<file path="src/common/fpu_lite_defines.svh">
// Single precision only and XLEN fixed at 32 so no NaN boxing or sign extension is applied
`ifndef FPU_LITE_DEFINES_SVH
`define FPU_LITE_DEFINES_SVH

// ==========================================================================
// Word and field widths
// ==========================================================================
`define FPU_FLEN      32          // FP register width
`define FPU_XLEN      32          // Integer register width
`define FPU_EXP_W     8           // Biased exponent
`define FPU_MAN_W     23          // Stored fraction
`define FPU_CLASS_W   10          // FCLASS mask width
`define FPU_OP_W      4           // Opcode width

// Bit positions inside an FP word
`define FPU_SIGN_BIT  31
`define FPU_EXP_MSB   30
`define FPU_EXP_LSB   23
`define FPU_QNAN_BIT  22          // Top fraction bit set on a quiet NaN

`define FPU_CANON_NAN 32'h7FC0_0000

// FCLASS bit positions in RISC-V order
`define FPU_CLS_NEG_INF   0
`define FPU_CLS_NEG_NORM  1
`define FPU_CLS_NEG_SUB   2
`define FPU_CLS_NEG_ZERO  3
`define FPU_CLS_POS_ZERO  4
`define FPU_CLS_POS_SUB   5
`define FPU_CLS_POS_NORM  6
`define FPU_CLS_POS_INF   7
`define FPU_CLS_SNAN      8
`define FPU_CLS_QNAN      9

`endif

</file>
<file path="src/common/fpu_lite_pkg.sv">
// Opcode values above OP_MV_WX are legal on the port and decode to an all-zero result
`include "fpu_lite_defines.svh"

package fpu_lite_pkg;

  // ==========================================================================
  // Data words
  // ==========================================================================

  // Raw single-precision word
  typedef logic [`FPU_FLEN-1:0] fp_word_t;

  // Value bound for the integer register file
  typedef logic [`FPU_XLEN-1:0] int_word_t;

  // One-hot operand class
  // Bit order follows FCLASS so the mask is the FCLASS result directly
  typedef logic [`FPU_CLASS_W-1:0] fp_class_t;

  // ==========================================================================
  // Operation select
  // ==========================================================================

  // Compare kind is part of the opcode
  typedef enum logic [`FPU_OP_W-1:0] {
    OP_SGNJ   = 4'd0,    // Sign of b
    OP_SGNJN  = 4'd1,    // Inverted sign of b
    OP_SGNJX  = 4'd2,    // Sign of a XOR sign of b

    OP_FMIN   = 4'd3,
    OP_FMAX   = 4'd4,

    OP_FEQ    = 4'd5,    // Quiet compare
    OP_FLT    = 4'd6,    // Signaling compare
    OP_FLE    = 4'd7,    // Signaling compare

    OP_FCLASS = 4'd8,    // Class mask of a to int_result

    OP_MV_XW  = 4'd9,    // FP bits to integer port
    OP_MV_WX  = 4'd10    // Integer bits to FP port
  } fp_op_t;

  // Codes 11 to 15 are left unused

endpackage

</file>
<file path="src/operand_stage/fp_operand_stage.sv">
// Payload registers load only on start and hold stale data that s1_valid qualifies
`include "fpu_lite_defines.svh"

module fp_operand_stage (
  input  logic                    clk,
  input  logic                    arst_n,
  input  logic                    start,
  input  fpu_lite_pkg::fp_op_t    fp_alu_op,
  input  fpu_lite_pkg::fp_word_t  operand_a,
  input  fpu_lite_pkg::fp_word_t  operand_b,
  input  fpu_lite_pkg::int_word_t int_operand,
  output logic                    s1_valid,    // Operation in stage 2
  output fpu_lite_pkg::fp_op_t    s1_op,
  output fpu_lite_pkg::fp_word_t  s1_a,
  output fpu_lite_pkg::fp_word_t  s1_b,
  output fpu_lite_pkg::int_word_t s1_int,
  output fpu_lite_pkg::fp_class_t s1_class_a,  // One-hot
  output fpu_lite_pkg::fp_class_t s1_class_b   // One-hot
);
  import fpu_lite_pkg::*;

  fp_class_t class_a;   // Decoded before the register
  fp_class_t class_b;

  // ==========================================================================
  // Operand classification
  // ==========================================================================

  // Exactly one bit set for any input pattern
  function automatic fp_class_t classify(input fp_word_t w);
    logic                  sgn;
    logic [`FPU_EXP_W-1:0] expo;
    logic [`FPU_MAN_W-1:0] frac;
    fp_class_t             cls;

    sgn  = w[`FPU_SIGN_BIT];
    expo = w[`FPU_EXP_MSB:`FPU_EXP_LSB];
    frac = w[`FPU_MAN_W-1:0];
    cls  = '0;

    if (expo == '1) begin                     // Inf or NaN
      if (frac == '0) begin
        if (sgn) cls[`FPU_CLS_NEG_INF] = 1'b1;
        else     cls[`FPU_CLS_POS_INF] = 1'b1;
      end else if (frac[`FPU_QNAN_BIT]) begin
        cls[`FPU_CLS_QNAN] = 1'b1;            // Quiet NaN of either sign
      end else begin
        cls[`FPU_CLS_SNAN] = 1'b1;
      end
    end else if (expo == '0) begin            // Zero or subnormal
      if (frac == '0) begin
        if (sgn) cls[`FPU_CLS_NEG_ZERO] = 1'b1;
        else     cls[`FPU_CLS_POS_ZERO] = 1'b1;
      end else begin
        if (sgn) cls[`FPU_CLS_NEG_SUB] = 1'b1;
        else     cls[`FPU_CLS_POS_SUB] = 1'b1;
      end
    end else begin                            // Any other exponent
      if (sgn) cls[`FPU_CLS_NEG_NORM] = 1'b1;
      else     cls[`FPU_CLS_POS_NORM] = 1'b1;
    end

    return cls;
  endfunction

  assign class_a = classify(operand_a);
  assign class_b = classify(operand_b);

  // ==========================================================================
  // Stage 1 registers
  // ==========================================================================

  // Valid follows start one cycle later
  always_ff @(posedge clk or negedge arst_n) begin
    if (!arst_n) begin
      s1_valid <= 1'b0;
    end else begin
      s1_valid <= start;
    end
  end

  // Payload captured with the request
  always_ff @(posedge clk) begin
    if (start) begin
      s1_op      <= fp_alu_op;
      s1_a       <= operand_a;
      s1_b       <= operand_b;
      s1_int     <= int_operand;
      s1_class_a <= class_a;
      s1_class_b <= class_b;
    end
  end

endmodule

</file>
<file path="src/result_stage/fp_order_unit.sv">
// Purely combinational and relies on the stage 1 class masks being one-hot
`include "fpu_lite_defines.svh"

module fp_order_unit (
  input  fpu_lite_pkg::fp_op_t    s1_op,
  input  fpu_lite_pkg::fp_word_t  s1_a,
  input  fpu_lite_pkg::fp_word_t  s1_b,
  input  fpu_lite_pkg::fp_class_t s1_class_a,
  input  fpu_lite_pkg::fp_class_t s1_class_b,
  output logic                    cmp_true,      // FEQ/FLT/FLE outcome
  output fpu_lite_pkg::fp_word_t  minmax_value,
  output logic                    order_nv
);
  import fpu_lite_pkg::*;

  logic                   sign_a;
  logic                   sign_b;
  logic [`FPU_FLEN-2:0]   mag_a;          // Exponent and fraction
  logic [`FPU_FLEN-2:0]   mag_b;
  logic                   a_nan;
  logic                   b_nan;
  logic                   any_nan;
  logic                   any_snan;
  logic                   both_zero;
  logic                   a_below_b;      // Total order with -0 below +0
  logic                   lt;
  logic                   eq;

  // ==========================================================================
  // Operand ordering
  // ==========================================================================
  assign sign_a = s1_a[`FPU_SIGN_BIT];
  assign sign_b = s1_b[`FPU_SIGN_BIT];
  assign mag_a  = s1_a[`FPU_SIGN_BIT-1:0];
  assign mag_b  = s1_b[`FPU_SIGN_BIT-1:0];

  assign a_nan    = s1_class_a[`FPU_CLS_SNAN] | s1_class_a[`FPU_CLS_QNAN];
  assign b_nan    = s1_class_b[`FPU_CLS_SNAN] | s1_class_b[`FPU_CLS_QNAN];
  assign any_nan  = a_nan | b_nan;
  assign any_snan = s1_class_a[`FPU_CLS_SNAN] | s1_class_b[`FPU_CLS_SNAN];

  assign both_zero = (s1_class_a[`FPU_CLS_NEG_ZERO] | s1_class_a[`FPU_CLS_POS_ZERO]) &
                     (s1_class_b[`FPU_CLS_NEG_ZERO] | s1_class_b[`FPU_CLS_POS_ZERO]);

  // Sign decides first and magnitude order flips for negatives
  assign a_below_b = (sign_a != sign_b) ? sign_a :
                     sign_a             ? (mag_a > mag_b) :
                                          (mag_a < mag_b);

  assign lt = a_below_b & ~both_zero;           // Zeros compare equal here
  assign eq = (s1_a == s1_b) | both_zero;

  // ==========================================================================
  // Compare and min/max outputs
  // ==========================================================================
  always_comb begin
    cmp_true = 1'b0;
    order_nv = 1'b0;
    case (s1_op)
      OP_FEQ: begin
        cmp_true = ~any_nan & eq;
        order_nv = any_snan;                    // Quiet compare
      end
      OP_FLT: begin
        cmp_true = ~any_nan & lt;
        order_nv = any_nan;                     // Signaling compare
      end
      OP_FLE: begin
        cmp_true = ~any_nan & (lt | eq);
        order_nv = any_nan;
      end
      OP_FMIN, OP_FMAX: order_nv = any_snan;
      default: ;                                // No flag for other ops
    endcase
  end

  // NaN operands lose to numbers
  always_comb begin
    if (a_nan & b_nan)        minmax_value = `FPU_CANON_NAN;
    else if (a_nan)           minmax_value = s1_b;
    else if (b_nan)           minmax_value = s1_a;
    else if (s1_op == OP_FMAX) minmax_value = a_below_b ? s1_b : s1_a;
    else                      minmax_value = a_below_b ? s1_a : s1_b;
  end

endmodule

</file>
<file path="src/result_stage/fp_result_stage.sv">
// Outputs read zero on every cycle without done and only one result port carries data
`include "fpu_lite_defines.svh"

module fp_result_stage (
  input  logic                    clk,
  input  logic                    arst_n,
  input  logic                    s1_valid,
  input  fpu_lite_pkg::fp_op_t    s1_op,
  input  fpu_lite_pkg::fp_word_t  s1_a,
  input  fpu_lite_pkg::fp_word_t  s1_b,
  input  fpu_lite_pkg::int_word_t s1_int,
  input  fpu_lite_pkg::fp_class_t s1_class_a,
  input  fpu_lite_pkg::fp_class_t s1_class_b,
  output logic                    done,         // One-cycle pulse
  output fpu_lite_pkg::fp_word_t  fp_result,
  output fpu_lite_pkg::int_word_t int_result,
  output logic                    flag_nv
);
  import fpu_lite_pkg::*;

  // Order unit results
  logic      cmp_true;
  fp_word_t  minmax_value;
  logic      order_nv;

  // Sign injection
  logic      inj_sign;
  fp_word_t  sgnj_value;

  // Next register values
  fp_word_t  fp_next;
  int_word_t int_next;
  logic      nv_next;

  // ==========================================================================
  // Ordering operations
  // ==========================================================================
  fp_order_unit u_order (
    .s1_op        (s1_op),
    .s1_a         (s1_a),
    .s1_b         (s1_b),
    .s1_class_a   (s1_class_a),
    .s1_class_b   (s1_class_b),
    .cmp_true     (cmp_true),
    .minmax_value (minmax_value),
    .order_nv     (order_nv)
  );

  // ==========================================================================
  // Sign injection
  // ==========================================================================

  // Shared by all three variants
  always_comb begin
    case (s1_op)
      OP_SGNJN: inj_sign = ~s1_b[`FPU_SIGN_BIT];
      OP_SGNJX: inj_sign = s1_a[`FPU_SIGN_BIT] ^ s1_b[`FPU_SIGN_BIT];
      default:  inj_sign = s1_b[`FPU_SIGN_BIT];  // Plain FSGNJ
    endcase
  end

  // Magnitude of a is never touched including any NaN payload
  assign sgnj_value = {inj_sign, s1_a[`FPU_SIGN_BIT-1:0]};

  // ==========================================================================
  // Result select
  // ==========================================================================
  always_comb begin
    fp_next  = '0;
    int_next = '0;
    nv_next  = 1'b0;
    case (s1_op)
      OP_SGNJ, OP_SGNJN, OP_SGNJX: begin
        fp_next = sgnj_value;                  // Never raises a flag
      end
      OP_FMIN, OP_FMAX: begin
        fp_next = minmax_value;
        nv_next = order_nv;
      end
      OP_FEQ, OP_FLT, OP_FLE: begin
        int_next = {{(`FPU_XLEN-1){1'b0}}, cmp_true};
        nv_next  = order_nv;
      end
      OP_FCLASS: begin
        // Mask already in FCLASS bit order
        int_next = {{(`FPU_XLEN-`FPU_CLASS_W){1'b0}}, s1_class_a};
      end
      OP_MV_XW: int_next = s1_a;               // Raw bit copy
      OP_MV_WX: fp_next  = s1_int;
      default: ;                               // Unused codes give zeros
    endcase
  end

  // ==========================================================================
  // Output register
  // ==========================================================================
  always_ff @(posedge clk or negedge arst_n) begin
    if (!arst_n) begin
      done       <= 1'b0;
      fp_result  <= '0;
      int_result <= '0;
      flag_nv    <= 1'b0;
    end else begin
      done <= s1_valid;
      if (s1_valid) begin
        fp_result  <= fp_next;
        int_result <= int_next;
        flag_nv    <= nv_next;
      end else begin
        fp_result  <= '0;                      // Idle cycles read zero
        int_result <= '0;
        flag_nv    <= 1'b0;
      end
    end
  end

endmodule

</file>
<file path="src/rtl/fpu_lite_top.sv">
// Fixed two-cycle latency with no stall input so the caller must take every done pulse
module fpu_lite_top (
  input  logic                    clk,
  input  logic                    arst_n,

  // Request side
  input  logic                    start,        // One cycle per operation
  input  fpu_lite_pkg::fp_op_t    fp_alu_op,
  input  fpu_lite_pkg::fp_word_t  operand_a,    // rs1
  input  fpu_lite_pkg::fp_word_t  operand_b,    // rs2
  input  fpu_lite_pkg::int_word_t int_operand,  // Source of FMV.W.X

  // Response side
  output logic                    done,         // Two edges after start
  output fpu_lite_pkg::fp_word_t  fp_result,
  output fpu_lite_pkg::int_word_t int_result,
  output logic                    flag_nv       // Invalid operation
);
  import fpu_lite_pkg::*;

  // ==========================================================================
  // Stage 1 to stage 2 wires
  // ==========================================================================
  logic      s1_valid;
  fp_op_t    s1_op;
  fp_word_t  s1_a;
  fp_word_t  s1_b;
  int_word_t s1_int;
  fp_class_t s1_class_a;
  fp_class_t s1_class_b;

  // Classify and capture operands
  fp_operand_stage u_operand_stage (
    .clk         (clk),
    .arst_n      (arst_n),
    .start       (start),
    .fp_alu_op   (fp_alu_op),
    .operand_a   (operand_a),
    .operand_b   (operand_b),
    .int_operand (int_operand),
    .s1_valid    (s1_valid),
    .s1_op       (s1_op),
    .s1_a        (s1_a),
    .s1_b        (s1_b),
    .s1_int      (s1_int),
    .s1_class_a  (s1_class_a),
    .s1_class_b  (s1_class_b)
  );

  // Compute, select and register the result
  fp_result_stage u_result_stage (
    .clk        (clk),
    .arst_n     (arst_n),
    .s1_valid   (s1_valid),
    .s1_op      (s1_op),
    .s1_a       (s1_a),
    .s1_b       (s1_b),
    .s1_int     (s1_int),
    .s1_class_a (s1_class_a),
    .s1_class_b (s1_class_b),
    .done       (done),
    .fp_result  (fp_result),
    .int_result (int_result),
    .flag_nv    (flag_nv)
  );

endmodule

</file>
<file path="config.mk">
export PLATFORM = sky130hd
export DESIGN_NAME = fpu_lite_top
export DESIGN_NICKNAME = d
export VERILOG_FILES = /design/src/common/fpu_lite_pkg.sv /design/src/operand_stage/fp_operand_stage.sv /design/src/result_stage/fp_order_unit.sv /design/src/result_stage/fp_result_stage.sv /design/src/rtl/fpu_lite_top.sv
export VERILOG_INCLUDE_DIRS = /design/src /design/src/common
export SDC_FILE = /design/constraint.sdc
export NUM_CORES = 1
export LEC_CHECK = 0
export BUFFER_PORTS_ARGS = -buffer_cell sky130_fd_sc_hd__buf_4
export CAP_MARGIN = 20
export CORE_ASPECT_RATIO = 0.5
export CORE_MARGIN = 5
export CORE_UTILIZATION = 25
export CTS_CLUSTER_DIAMETER = 100
export DETAILED_ROUTE_END_ITERATION = 8
export PLACE_DENSITY = 0.51
export SYNTH_ARGS = -nofsm -noshare
export SYNTH_HDL_FRONTEND = slang
export SYNTH_HIERARCHICAL = 1
export SYNTH_SLANG_ARGS = --single-unit
</file>
<file path="constraint.sdc">
create_clock -name clk -period 3.85 [get_ports clk]
set_clock_uncertainty 0.15 [all_clocks]
set_input_delay 0.77 -clock clk [delete_from_list [all_inputs] [get_ports clk]]
set_output_delay 0.77 -clock clk [all_outputs]
set_load 0.005 [all_outputs]
</file>
==> metrics.md <==
| Metric | Value |
|---|---|
| Number of global-route vias before repair | 6635 |
| Initial Utilization | 0.254 |
| Rows | 47 |
| Clock Tree Buf Depth | 2 |
| Post-route ant nets | 0 |
| Final Util | 0.327 |
| CTS tree | done |
| Maxcap violations | 0 |
| DR vias | 6378 |
| CP delay by family, top | compound AO/OA/AOI/OAI gates |
| Final slew viol count | 0 |
| Syn Inst Count | 686 |
| Final setup TNS | 0 ns |
| Num CTS Buffers | 17 |
| Top-Level Pins | 169 |
| Synth-to-layout area growth | 28.9% |
| Die width | 269 µm |
| Initial antenna violation count | 2 |
| Core area | roughly 0.033 mm² |
| Dpl hpwl | 19.1 mm |
| H-tree Lvls | 4 |
| Crit path arrival time | roughly 3.8 ns |
| Peak VDD IR | 0.288 mV |
| Final WL | 27.2 mm |
| Worst-Margin Slew | 0.975 ns |
| 1st-iter DRT viols | 719 |
| Port bufs | 168 |
| Final Hold Viols | 0 |
| WP buf/inv | 0 |
| R2r setup slk | between 0.2 and 0.25 ns |
| Root buffer cell | clkbuf_16 |
| Worst-path cell chain | ha_1 -> a21oi_1 -> o21ai_1 -> a2111oi_2 -> o211ai_1 -> or3_4 -> and3_4 -> o21a_4 -> o32a_1 -> a222oi_1 -> nor2_1 |
| Clock sink total | 181 |
| Avg Cell Area, Syn | 12.2 µm² |
| Syn_nets | 822 |
| Crit start category | flop |
| Power Dens Cells | 434 mW/mm² |
| Final period util | 0.947 |
| DR pass1 iterations | 5 |
| CP Class | reg -> reg |
| Status | finished clean |
| Placement Setup Slack | 0.211 ns |
| Min cycle time layout | roughly 3.6 ns |
| Die footprint | 0.0375 mm² |
| Final Cell Area | around 0.011 mm² |
| Die Ht | 139 µm |
| Placement Cell Area | 0.0102 mm² |
| Max stage delay on crit path | 0.46 ns |
| Skew-Pair Late Insertion Delay | 0.42 ns |
| DR DRC count | 0 |
| Overflow left after global routing | 0 |
| Routability congestion estimate from global placement | between 0.7 and 0.8 |
| Worst slew margin | 0.350 |
| Crit path max-delay cell type | edfxtp_1 |
| Static leakage | between 4 and 5 nW |
| Tot GR Track Use | 0.143 |
| Worst-path maximum fanout | 16 |
| Post-DR wirelength/cell | 20.7 µm |
| Finished Layout Cells | roughly 1300 |
| HP Class | in -> async |
| Power Total | 4.69 mW |
| Fraction of layout cells with a size suffix above 1 | 0.290 |
| Worst-path clk slew | 0.07 ns |
| Synth warn | 6 |
| Required @ worst endpoint | just under 4 ns |
| Nets | 996 |
| First-pass GRT wire length | 40.9 mm |
| FMAX | 274 MHz |
| CP endpoint kind | flop |
| Number of setup violations in the final report | 0 |
| Post-Synthesis Cell Area | 0.00838 mm² |
| Largest net degree at the start of global routing | 116 |
| Hold Worst Slack | roughly 0.32 ns |
| Routed vias/inst | slightly below 5 |
| Final WS setup | 0.206 ns |
| Dpl cells | 1279 |
==> placed cells by master (no fill, tap or decap), drive strengths merged, types with 6 or more instances in the layout <==
cell      n
dfrtp    67
a222oi   31
nor3     13
nor2     44
o32a      9
nand2    39
inv      71
o22ai    22
nor4     17
a21oi    17
ha       33
and2     25
a22o      9
buf     193
clkbuf   18
edfxtp  114
nand3    38
nand4     9
o21ai    40
clkinv    6
and4      7
a211oi    7
==> cell type report <==
cell class	instances	area, µm²
fill	3342	22200
multi-input combinational	400	2840
clock inverter	14	150
inverter	67	251
clock buffer	18	439
antenna	2	5.00
timing repair buffer	193	1470
tap	441	552
sequential	181	5100
==> sequential cells by signal (all words and copies together), names as in the netlist <==
signal,cells
u_operand_stage/s1_b,32
u_operand_stage/s1_class_b,4
u_result_stage/int_result,32
u_operand_stage/s1_class_a,10
u_operand_stage/s1_op,4
u_result_stage/flag_nv,1
u_operand_stage/s1_valid,1
u_operand_stage/s1_int,32
u_result_stage/fp_result,32
u_result_stage/done,1
u_operand_stage/s1_a,32
==> path summary, 6_finish.rpt <==
| check | start | end | cells past startpoint |
|---|---|---|---|
| setup / recovery | u_operand_stage/s1_a[22] | u_result_stage/fp_result[30] | 11 |
| hold / removal | arst_n | u_result_stage/fp_result[8] | 1 |
| setup reg to reg | u_operand_stage/s1_a[22] | u_result_stage/fp_result[30] | 11 |
| hold reg to reg | u_operand_stage/s1_class_a[6] | u_result_stage/int_result[6] | 1 |
| max in group asynchronous | arst_n | u_result_stage/int_result[2] | 1 |
| min in group clk | u_operand_stage/s1_class_a[6] | u_result_stage/int_result[6] | 1 |
==> where the power goes <==
group,switching (mW),internal [mW]
registers,0.0745,2.20
logic,0.374,0.265
clock network,0.791,0.983
total,1.24,3.45
==> per-layer routing <==
layer  part of all wire  vias up  track usage
met5                  0        -            0
met4              0.023        0       0.0461
met3              0.050       32       0.0307
met2               0.50      199        0.238
met1               0.43     3216        0.186
li1                   -     2931            -
==> what timing repair did <==
item | CTS | global route
gates resized for setup | 0 | 2
endpoints found under the hold margin | 0 | 0
buffers inserted | 0 | 2
hold buffers | 0 | 0
setup endpoints to repair | 0 | 21
(Power assumes the default switching activity.)
